### src/source/ob_count_consts.svh
// Size and width defines for the order-book quantity counter, included by the package and RTL
`ifndef OB_COUNT_CONSTS_SVH
`define OB_COUNT_CONSTS_SVH

// Price levels held in the book table
`define OB_TBL_ENTRIES 16

// Lanes swept per round over both lane groups
`define OB_LANES 6

// Lanes handled by one lane group
`define OB_GROUP_LANES 3

// Rounds needed to cover the table, entries over lanes rounded up
`define OB_ROUNDS ((`OB_TBL_ENTRIES + `OB_LANES - 1) / `OB_LANES)

// Price field width
`define OB_PRICE_W 16

// Quantity of a single table entry
`define OB_QTY_W 10

// Summed quantity, wide enough for all entries at full quantity
`define OB_ACC_W 16

`endif
### src/source/ob_count_pkg.sv
// Shared types of the order-book quantity counter, referenced by scoped names in the RTL
`default_nettype none

`include "ob_count_consts.svh"

package ob_count_pkg;

  // Price of a table entry or of a search command
  typedef logic [`OB_PRICE_W-1:0] price_t;

  // Quantity held at one price level
  typedef logic [`OB_QTY_W-1:0] quantity_t;

  // Quantity after summing over levels
  typedef logic [`OB_ACC_W-1:0] accum_quantity_t;

  // One price level of the book
  typedef struct packed {
    logic      vld;
    price_t    price;
    quantity_t quantity;
  } tbl_entry_t;

  // Sequencer states
  // IDLE waits for a command, ACCUM sweeps the rounds,
  // WAIT0 drains the last round, WAIT1 lets the final add settle
  typedef enum logic [1:0] {
    IDLE  = 2'd0,
    ACCUM = 2'd1,
    WAIT0 = 2'd2,
    WAIT1 = 2'd3
  } seq_state_t;

  // One-hot select of the current round
  typedef logic [`OB_ROUNDS-1:0] round_sel_t;

endpackage

`default_nettype wire

### src/source/ob_count_ctrl_if.sv
// Round control from the sequencer to the lane groups and the accumulator
`timescale 1ns/10ps
`default_nettype none

interface ob_count_ctrl_if ();

  // Current round, one-hot
  ob_count_pkg::round_sel_t      round_sel;
  // Search context held for the whole command
  ob_count_pkg::price_t          search_price;
  ob_count_pkg::quantity_t       target_quantity;
  // Lane registers load the selected round
  logic                          capture;
  // Accumulator clear and accumulate strobes
  logic                          acc_init;
  logic                          acc_upt;

  modport sequencer (
    output round_sel,
    output search_price,
    output target_quantity,
    output capture,
    output acc_init,
    output acc_upt
  );

  modport lane (
    input round_sel,
    input search_price,
    input capture
  );

  modport accum (
    input target_quantity,
    input acc_init,
    input acc_upt
  );

endinterface

`default_nettype wire

### src/source/ob_table_count.sv
// Top level of the order-book quantity counter with plain command and table ports
`timescale 1ns/10ps
`default_nettype none

`include "ob_count_consts.svh"

module ob_table_count #(
  // 1 for the ask side, 0 for the bid side
  parameter bit is_ask = 1'b1
) (
  input  logic                                           clk,
  input  logic                                           reset,
  input  logic                                           cmd_vld,
  input  ob_count_pkg::price_t                           cmd_price,
  input  ob_count_pkg::quantity_t                        cmd_quantity,
  input  logic [`OB_TBL_ENTRIES-1:0]                     tbl_vld,
  input  ob_count_pkg::price_t [`OB_TBL_ENTRIES-1:0]     tbl_price,
  input  ob_count_pkg::quantity_t [`OB_TBL_ENTRIES-1:0]  tbl_quantity,
  output logic                                           busy,
  output ob_count_pkg::accum_quantity_t                  rsp_quantity,
  output logic                                           rsp_attained
);

  ob_count_pkg::tbl_entry_t [`OB_TBL_ENTRIES-1:0]  tbl;
  ob_count_pkg::accum_quantity_t                   sum_a;
  ob_count_pkg::accum_quantity_t                   carry_a;
  ob_count_pkg::accum_quantity_t                   sum_b;
  ob_count_pkg::accum_quantity_t                   carry_b;

  ob_count_ctrl_if ctrl_if ();

  // Table fields gathered into entries
  for (genvar e = 0; e < `OB_TBL_ENTRIES; e++) begin : g_pack
    assign tbl[e] = '{vld: tbl_vld[e], price: tbl_price[e], quantity: tbl_quantity[e]};
  end

  ob_count_sequencer sequencer_i (
    .clk          (clk),
    .reset        (reset),
    .cmd_vld      (cmd_vld),
    .cmd_price    (cmd_price),
    .cmd_quantity (cmd_quantity),
    .busy         (busy),
    .ctrl         (ctrl_if.sequencer)
  );

  // Lanes 0 to 2 of each round
  ob_lane_group #(
    .is_ask     (is_ask),
    .group_base (0)
  ) lane_group_a_i (
    .clk        (clk),
    .reset      (reset),
    .tbl        (tbl),
    .ctrl       (ctrl_if.lane),
    .part_sum   (sum_a),
    .part_carry (carry_a)
  );

  // Lanes 3 to 5 of each round
  ob_lane_group #(
    .is_ask     (is_ask),
    .group_base (`OB_GROUP_LANES)
  ) lane_group_b_i (
    .clk        (clk),
    .reset      (reset),
    .tbl        (tbl),
    .ctrl       (ctrl_if.lane),
    .part_sum   (sum_b),
    .part_carry (carry_b)
  );

  ob_count_accum accum_i (
    .clk          (clk),
    .reset        (reset),
    .ctrl         (ctrl_if.accum),
    .sum_a        (sum_a),
    .carry_a      (carry_a),
    .sum_b        (sum_b),
    .carry_b      (carry_b),
    .rsp_quantity (rsp_quantity),
    .rsp_attained (rsp_attained)
  );

endmodule

`default_nettype wire

### src/source/ob_count_accum.sv
// Carry-save accumulator of both lane groups with final add and attained compare
`timescale 1ns/10ps
`default_nettype none

module ob_count_accum (
  input  logic                           clk,
  input  logic                           reset,
  ob_count_ctrl_if.accum                 ctrl,
  input  ob_count_pkg::accum_quantity_t  sum_a,
  input  ob_count_pkg::accum_quantity_t  carry_a,
  input  ob_count_pkg::accum_quantity_t  sum_b,
  input  ob_count_pkg::accum_quantity_t  carry_b,
  output ob_count_pkg::accum_quantity_t  rsp_quantity,
  output logic                           rsp_attained
);

  // Running pair in carry-save form
  ob_count_pkg::accum_quantity_t  acc_s;
  ob_count_pkg::accum_quantity_t  acc_c;
  // Intermediate pairs of the 6:2 chain
  ob_count_pkg::accum_quantity_t  s1;
  ob_count_pkg::accum_quantity_t  c1;
  ob_count_pkg::accum_quantity_t  s2;
  ob_count_pkg::accum_quantity_t  c2;
  ob_count_pkg::accum_quantity_t  s3;
  ob_count_pkg::accum_quantity_t  c3;
  ob_count_pkg::accum_quantity_t  new_s;
  ob_count_pkg::accum_quantity_t  new_c;

  function automatic ob_count_pkg::accum_quantity_t csa_sum(
    input ob_count_pkg::accum_quantity_t x,
    input ob_count_pkg::accum_quantity_t y,
    input ob_count_pkg::accum_quantity_t z
  );
    return x ^ y ^ z;
  endfunction

  // Carry moves one bit up, the top carry drops since the total fits
  function automatic ob_count_pkg::accum_quantity_t csa_carry(
    input ob_count_pkg::accum_quantity_t x,
    input ob_count_pkg::accum_quantity_t y,
    input ob_count_pkg::accum_quantity_t z
  );
    return ((x & y) | (x & z) | (y & z)) << 1;
  endfunction

  // Six terms down to four
  assign s1 = csa_sum(sum_a, carry_a, sum_b);
  assign c1 = csa_carry(sum_a, carry_a, sum_b);
  assign s2 = csa_sum(carry_b, acc_s, acc_c);
  assign c2 = csa_carry(carry_b, acc_s, acc_c);

  // Four to three
  assign s3 = csa_sum(s1, c1, s2);
  assign c3 = csa_carry(s1, c1, s2);

  // Three to the new pair
  assign new_s = csa_sum(c2, s3, c3);
  assign new_c = csa_carry(c2, s3, c3);

  always_ff @(posedge clk) begin
    if (reset || ctrl.acc_init) begin
      acc_s <= '0;
      acc_c <= '0;
    end else if (ctrl.acc_upt) begin
      acc_s <= new_s;
      acc_c <= new_c;
    end
  end

  // Single carry-propagate add
  assign rsp_quantity = acc_s + acc_c;

  assign rsp_attained =
    (rsp_quantity >= ob_count_pkg::accum_quantity_t'(ctrl.target_quantity));

  // Clear and accumulate come from disjoint sequencer states
  a_init_upt_excl: assert property (
    @(posedge clk) disable iff (reset)
    !(ctrl.acc_init && ctrl.acc_upt)
  );

endmodule

`default_nettype wire

### src/source/ob_lane_group.sv
// Three-lane price qualification and capture with 3:2 reduction for one half of the table
`timescale 1ns/10ps
`default_nettype none

`include "ob_count_consts.svh"

module ob_lane_group #(
  // Ask side counts entries priced at or below the search price
  parameter bit is_ask     = 1'b1,
  // Table lane of the first lane in this group
  parameter int group_base = 0
) (
  input  logic                                            clk,
  input  logic                                            reset,
  input  ob_count_pkg::tbl_entry_t [`OB_TBL_ENTRIES-1:0]  tbl,
  ob_count_ctrl_if.lane                                   ctrl,
  output ob_count_pkg::accum_quantity_t                   part_sum,
  output ob_count_pkg::accum_quantity_t                   part_carry
);

  // Table entries seen by each lane in each round
  ob_count_pkg::tbl_entry_t                              slot [`OB_ROUNDS][`OB_GROUP_LANES];
  ob_count_pkg::quantity_t [`OB_GROUP_LANES-1:0]         lane_w;
  ob_count_pkg::quantity_t [`OB_GROUP_LANES-1:0]         lane_r;
  ob_count_pkg::accum_quantity_t                         term_a;
  ob_count_pkg::accum_quantity_t                         term_b;
  ob_count_pkg::accum_quantity_t                         term_c;

  // Price rule for this book side
  function automatic logic price_ok(
    input ob_count_pkg::price_t cmd_px,
    input ob_count_pkg::price_t ent_px
  );
    if (is_ask) begin
      // Buyer pays at least the asking price
      return (cmd_px >= ent_px);
    end else begin
      // Seller accepts at most the bid price
      return (cmd_px <= ent_px);
    end
  endfunction

  // Lane l in round r reads entry r*6 + group_base + l
  // Slots past the table end read as empty
  for (genvar r = 0; r < `OB_ROUNDS; r++) begin : g_round
    for (genvar l = 0; l < `OB_GROUP_LANES; l++) begin : g_lane
      localparam int idx = r * `OB_LANES + group_base + l;
      if (idx < `OB_TBL_ENTRIES) begin : g_entry
        assign slot[r][l] = tbl[idx];
      end else begin : g_pad
        assign slot[r][l] = '0;
      end
    end
  end

  // One-hot round mux, gated by valid and price
  always_comb begin
    for (int l = 0; l < `OB_GROUP_LANES; l++) begin
      lane_w[l] = '0;
      for (int r = 0; r < `OB_ROUNDS; r++) begin
        if (ctrl.round_sel[r] && slot[r][l].vld &&
            price_ok(ctrl.search_price, slot[r][l].price)) begin
          lane_w[l] = lane_w[l] | slot[r][l].quantity;
        end
      end
    end
  end

  // Capture the selected round
  always_ff @(posedge clk) begin
    if (reset) begin
      lane_r <= '0;
    end else if (ctrl.capture) begin
      lane_r <= lane_w;
    end
  end

  // Widen to accumulator width before reducing
  assign term_a = ob_count_pkg::accum_quantity_t'(lane_r[0]);
  assign term_b = ob_count_pkg::accum_quantity_t'(lane_r[1]);
  assign term_c = ob_count_pkg::accum_quantity_t'(lane_r[2]);

  // 3:2 step, bitwise sum and shifted majority
  assign part_sum   = term_a ^ term_b ^ term_c;
  assign part_carry = ((term_a & term_b) | (term_a & term_c) | (term_b & term_c)) << 1;

  // Capture must see a single round
  a_capture_onehot: assert property (
    @(posedge clk) disable iff (reset)
    ctrl.capture |-> $onehot(ctrl.round_sel)
  );

endmodule

`default_nettype wire

### src/source/ob_count_sequencer.sv
// Command acceptance and round sequencing FSM driving the lane groups and accumulator
`timescale 1ns/10ps
`default_nettype none

`include "ob_count_consts.svh"

module ob_count_sequencer (
  input  logic                     clk,
  input  logic                     reset,
  input  logic                     cmd_vld,
  input  ob_count_pkg::price_t     cmd_price,
  input  ob_count_pkg::quantity_t  cmd_quantity,
  output logic                     busy,
  ob_count_ctrl_if.sequencer       ctrl
);

  ob_count_pkg::seq_state_t  state;
  ob_count_pkg::seq_state_t  state_next;
  ob_count_pkg::round_sel_t  round_sel_r;
  ob_count_pkg::price_t      search_price_r;
  ob_count_pkg::quantity_t   target_quantity_r;
  logic                      accept;
  logic                      last_round;

  // Any state other than IDLE holds off new commands
  assign busy = (state != ob_count_pkg::IDLE);

  // Commands seen while busy are dropped
  assign accept = cmd_vld && (state == ob_count_pkg::IDLE);

  // Final round of the sweep is selected
  assign last_round = round_sel_r[`OB_ROUNDS-1];

  // Next state
  always_comb begin
    state_next = state;
    case (state)
      ob_count_pkg::IDLE: begin
        if (cmd_vld) begin
          state_next = ob_count_pkg::ACCUM;
        end
      end
      ob_count_pkg::ACCUM: begin
        // One cycle per round, leave after the last one
        if (last_round) begin
          state_next = ob_count_pkg::WAIT0;
        end
      end
      ob_count_pkg::WAIT0: begin
        state_next = ob_count_pkg::WAIT1;
      end
      ob_count_pkg::WAIT1: begin
        state_next = ob_count_pkg::IDLE;
      end
      default: begin
        state_next = ob_count_pkg::IDLE;
      end
    endcase
  end

  always_ff @(posedge clk) begin
    if (reset) begin
      state <= ob_count_pkg::IDLE;
    end else begin
      state <= state_next;
    end
  end

  // Round select, restarts at the first round on acceptance
  always_ff @(posedge clk) begin
    if (reset) begin
      round_sel_r <= '0;
    end else if (accept) begin
      round_sel_r <= ob_count_pkg::round_sel_t'(1);
    end else if (state == ob_count_pkg::ACCUM) begin
      round_sel_r <= round_sel_r << 1;
    end
  end

  // Search context
  // Target clears to zero so the attained flag starts high
  always_ff @(posedge clk) begin
    if (reset) begin
      search_price_r    <= '0;
      target_quantity_r <= '0;
    end else if (accept) begin
      search_price_r    <= cmd_price;
      target_quantity_r <= cmd_quantity;
    end
  end

  assign ctrl.round_sel       = round_sel_r;
  assign ctrl.search_price    = search_price_r;
  assign ctrl.target_quantity = target_quantity_r;

  // Lanes load the selected round in every ACCUM cycle
  assign ctrl.capture = (state == ob_count_pkg::ACCUM);

  // Accumulator cleared in the accept cycle
  assign ctrl.acc_init = accept;

  // Lane registers hold data from the second ACCUM cycle through WAIT0
  assign ctrl.acc_upt = ((state == ob_count_pkg::ACCUM) && !round_sel_r[0]) ||
                        (state == ob_count_pkg::WAIT0);

  // Exactly one round selected while sweeping
  a_round_onehot: assert property (
    @(posedge clk) disable iff (reset)
    (state == ob_count_pkg::ACCUM) |-> $onehot(round_sel_r)
  );

  // The sweep lasts one cycle per round and then drains
  a_accum_length: assert property (
    @(posedge clk) disable iff (reset)
    (state != ob_count_pkg::ACCUM) ##1 (state == ob_count_pkg::ACCUM) |->
      (state == ob_count_pkg::ACCUM) [*`OB_ROUNDS] ##1 (state == ob_count_pkg::WAIT0)
  );

endmodule

`default_nettype wire

### config.mk
export PLATFORM = sky130hd
export DESIGN_NAME = ob_table_count
export DESIGN_NICKNAME = d
export VERILOG_FILES = /design/src/source/ob_count_pkg.sv /design/src/source/ob_count_ctrl_if.sv /design/src/source/ob_table_count.sv /design/src/source/ob_count_accum.sv /design/src/source/ob_lane_group.sv /design/src/source/ob_count_sequencer.sv
export VERILOG_INCLUDE_DIRS = /design/src /design/src/source
export SDC_FILE = /design/constraint.sdc
export NUM_CORES = 1
export LEC_CHECK = 0
export BUFFER_PORTS_ARGS = -buffer_cell sky130_fd_sc_hd__buf_4
export CAP_MARGIN = 40
export CORE_AREA = 3 3 187 189
export DETAILED_ROUTE_END_ITERATION = 6
export DIE_AREA = 0 0 190 192
export PLACE_DENSITY = 0.71
export SYNTH_ARGS = -nofsm -noshare
export SYNTH_HDL_FRONTEND = slang
export SYNTH_SLANG_ARGS = --single-unit
### constraint.sdc
create_clock -name clk -period 3.1 [get_ports clk]
set_clock_uncertainty 0.15 [all_clocks]
set_input_delay 0 -clock clk [delete_from_list [all_inputs] [get_ports clk]]
set_output_delay 0 -clock clk [all_outputs]
set_load 0.05 [all_outputs]
==> results summary <==
The wire length per cell came out at approximately 21 um. The row count came out at between 60 and 70. STA puts the critical path data required time at 2950 ps. The synthesized design spends more area on one cell type than any other, namely ha_1. The worst hold slack across all endpoints is about 5.3 ps.

The number of levels the H-tree was split into is 4. The pin count of the biggest net entering global routing is 73. The arithmetic-cell share of the synthesized area counting full adders, half adders and majority gates is 35.0%. The first element of the critical path is accum_i.acc_s[2]$_SDFFE_PP0P_. The buffer cell driving the clock tree root is clkbuf_16. The worst setup path is captured at an output pin. The clock period minus worst slack came out at 3690 ps. The number of antenna violations at the first check in global routing is 7. The synthesized flop and latch total came out at roughly 120. The area after detailed placement is roughly 0.019 mm^2. After Yosys synthesis, XOR and XNOR cells account for 0.881% of the synthesized area.

Summing the areas of all and, or, nand and nor instances in the mapped netlist gives between 10% and 20% of the synthesized area. The area fraction in compound gates after synthesis is about a fifth. Of the available clock period, the critical path in the final layout requires 119%. The most frequent cell on the critical path is ha_4. The worst supply voltage drop on vdd is 0.431 mV.

After the flow finishes, the layout carries non-filler instances totaling between 2000 and 3000. The transition time at the pin with the least slew margin came out at approximately 670 ps. The worst-case headroom to the max-slew limit came out at 55.6%.

The number of synthesized flops with an enable pin is 0. The leakage power total came out at between 10 and 15 nW. The critical path in this run is classified as reg2out. The data arrival time of the worst path came out at roughly 3500 ps. Counting every sink on the clock net gives ~120. The worst setup path is launched from a flip-flop.

The tightest min-delay check is of the in2reg type. Among all stages on the critical path, the largest delay is contributed by or4b_4. The number of global-route vias before repair is 16400. Setup repair after global routing could not meet its margin everywhere. The final worst-path setup slack is -590 ps.

The average via count per standard cell came out at 5.39. The flow ran to the end, but the final reports show violations. The clock-pin slew of the registers on the worst-case setup and hold paths is approximately 60 ps. The number of setup violations in the final report is 2. The maximum fanout encountered on the critical timing path came out at 3. The detailed-route DRC error count came out at 0. The aggregate global-route resource usage is about a third. The power per standard cell area came out at 586 mW/mm^2. After synthesis, the largest family of logic cells by area is adder cells. The violation count after the first detailed-route iteration came out at around 1200. For this configuration, the core starts out at a cell density of about two fifths.

The synthesized netlist occupies a cell area of around 0.014 mm^2. The number of buffer and inverter stages on the critical path came out at 1. In the post-synthesis netlist, the biggest area contributors are ha_1, dfxtp_1, inv_1, fa_1, nand2_1. The final reports fail on negative setup slack.

The hold path startpoint is tbl_quantity[99]. The half-perimeter wire length of the detailed placement result came out at ~47000 um. The clock tree from TritonCTS is done. The final estimated routing congestion in global placement came out at between 0.9 and 1. The die is 192 um tall. The final-report max-slew violation count is 0. The async set-reset flop share out of synthesis came out at 0%. The final hold violation count came to 0. The fraction of synthesized cell area taken by the top area cell type is 26.1%.

The remaining global-route overflow came out at 0. The count of boundary I/O pins is 479. The number of buffers created by CTS is 17.

The first detailed-routing pass took 7 iterations. The die is 190 um wide. Multiplexer cells account for less than 1% of the synthesized area.

The global-route wire length before repair is 91500 um. The die covers roughly 0.036 mm^2. The top achievable clock speed is between 200 and 300 MHz. The total via count in the routed design came out at 16000.

Broken down by cell family, the worst path's largest delay share belongs to simple AND/OR/NAND/NOR gates. Once layout is done, the placed cells without fillers occupy about 0.021 mm^2. Summing the sequential cell areas from Yosys gives roughly 17% of the chip area. In the synthesized netlist, the cells that appear most often are inv_1, ha_1, nand2_1. The distinct cell type count after synthesis came out at 58. The post-route antenna net violation count came out at 0. Across the run, the number of max-cap violations was 0.

The number of placed instances, taps included, is roughly 2700. The most common cell in the synthesized netlist is inv_1. The ratio of cells with drive above 1 in the final layout is a little over a quarter. The signal on the critical path passes through ha_4 -> fa_2 -> a21o_1 -> a21oi_4 -> xnor2_4 -> ha_4 -> and4_1 -> a2111oi_2 -> o21ai_1 -> o2111ai_1 -> nand2_1 -> nor4_2 -> or4b_4 -> buf_8.

The relative area change from synthesis to final layout came out at 54.1%. In the final design database the tool counted ~3300 nets. The longest individual stage delay on the worst path is approximately 500 ps. After technology mapping, the gate count stands at 1775.

The total nets after synthesis came out at roughly 2600. The insertion delay to the later sink of the worst-skew pair came out at about 420 ps. The average footprint of a synthesized cell is just under 8 um^2. For this run, the number of Yosys warnings is 0. The wire length reported by the detailed router came out at 61200 um. The most used flip-flop cell after synthesis is dfxtp_1. The deepest clock path buffer count came out at 2. The origin of the critical flop-to-flop path is sequencer_i.ctrl.search_price[14]$_SDFFE_PP0P_. The total core area came out at between 0.03 and 0.04 mm^2.

The number of port buffers is between 400 and 500.
-- stage by stage --
| stage | power (mW) | setup WS (ps) | setup TNS, ps | util [%] |
|---|---|---|---|---|
| final | 12.6 | -590 | -713 | 64.1 |
| after global routing | 13.6 | -773 | -1860 | 64.1 |
| after CTS | 12.4 | -599 | -599 | 63.7 |
| after detailed placement | 9.86 | -397 | -397 | 56.1 |
| after global placement | 9.66 | -352 | -352 | 56.1 |
| after floorplan | 6.87 | -272 | -272 | - |
-- sequential cells by signal, summed over array words and instances, names as in the netlist --
register / count
lane_group_b_i.lane_r: 30
lane_group_a_i.lane_r: 30
sequencer_i.ctrl.search_price: 16
accum_i.acc_c: 14
sequencer_i.ctrl.round_sel: 3
sequencer_i.ctrl.target_quantity: 10
accum_i.acc_s: 16
sequencer_i.state: 2
-- layout by cell type, fill, tap and decap left out, types with 20 or more instances in the layout --
cell type      netlist  layout
a22oi_1             20      20
inv_1              348     346
nand3_1             23      23
nor2_1              76      75
dlygate4sd3_1        0     182
or2_2               30      30
nand4_1             32      32
o211ai_1            23      23
dfxtp_1            121     100
a222oi_1            20      20
ha_1               290     286
nand2_1            186     186
a21oi_1            135     128
o21ai_0             79      77
o22ai_1             24      23
fa_1                62      60
nor3_1              36      36
o21bai_1            24      24
a21o_1              32      32
dfxtp_2              0      20
buf_4                2     558
-- per-layer routing --
layer	global-route usage, %	part of all wire [%]	vias up
met4	15.4	5.5	0
met5	0	0	-
met2	56.2	47	757
met3	5.68	6.6	201
met1	39.5	41	7446
li1	-	-	7582
-- kinds of logic (layout without fill, tap and decap cells) --
family	Yosys count	in the layout
compound gates	438	438
xor+xnor	14	14
fa+ha+maj	352	352
buf+inv	401	1132
flops	121	121
mux	3	3
other cells	0	11
simple gates	446	446
-- worst register-to-register path, cell delays in order, from the launching register on --
cell and delay [ps]:
dfxtp_1 530, buf_4 330, ha_1 300, a21o_1 190, a2111oi_1 530, o22ai_1 180, a41oi_2 290, buf_4 220
or2_2 120, o211ai_1 100
-- timing repair --
| action | in CTS | in global routing |
|---|---|---|
| hold buffers | 182 | 0 |
| pin swaps | 6 | 16 |
| resized for setup | 15 | 30 |
| endpoints found under the setup margin | 5 | 32 |
| hold endpoints to repair | 88 | 0 |
| setup buffers | 2 | 3 |
-- area by class of cell --
class | instances | area [um^2]
Fill cell | 2716 | 12000
Sequential cell | 121 | 2450
Clock buffer | 21 | 470
Timing Repair Buffer | 752 | 6250
Tap cell | 448 | 561
Inverter | 348 | 1310
Clock inverter | 11 | 168
Antenna cell | 11 | 27.5
Multi-Input combinational cell | 1253 | 10200
-- report_power, final --
group          switching [mW]  internal [mW]  total [mW]
Sequential              0.420           1.93        2.35
Clock                   0.782           1.41        2.19
Combinational            4.52           3.51        8.02
-- path summary, 6_finish.rpt --
check	endpoint	slack, ps	cells after the start
max	rsp_attained	-590	14
min	lane_group_b_i.lane_r[9]$_SDFFE_PP0N_	5	6
max reg2reg	lane_group_a_i.lane_r[5]$_SDFFE_PP0N_	10	9
min reg2reg	sequencer_i.ctrl.target_quantity[5]$_SDFFE_PP0P_	310	2
Power figures use the tool's default switching activity.
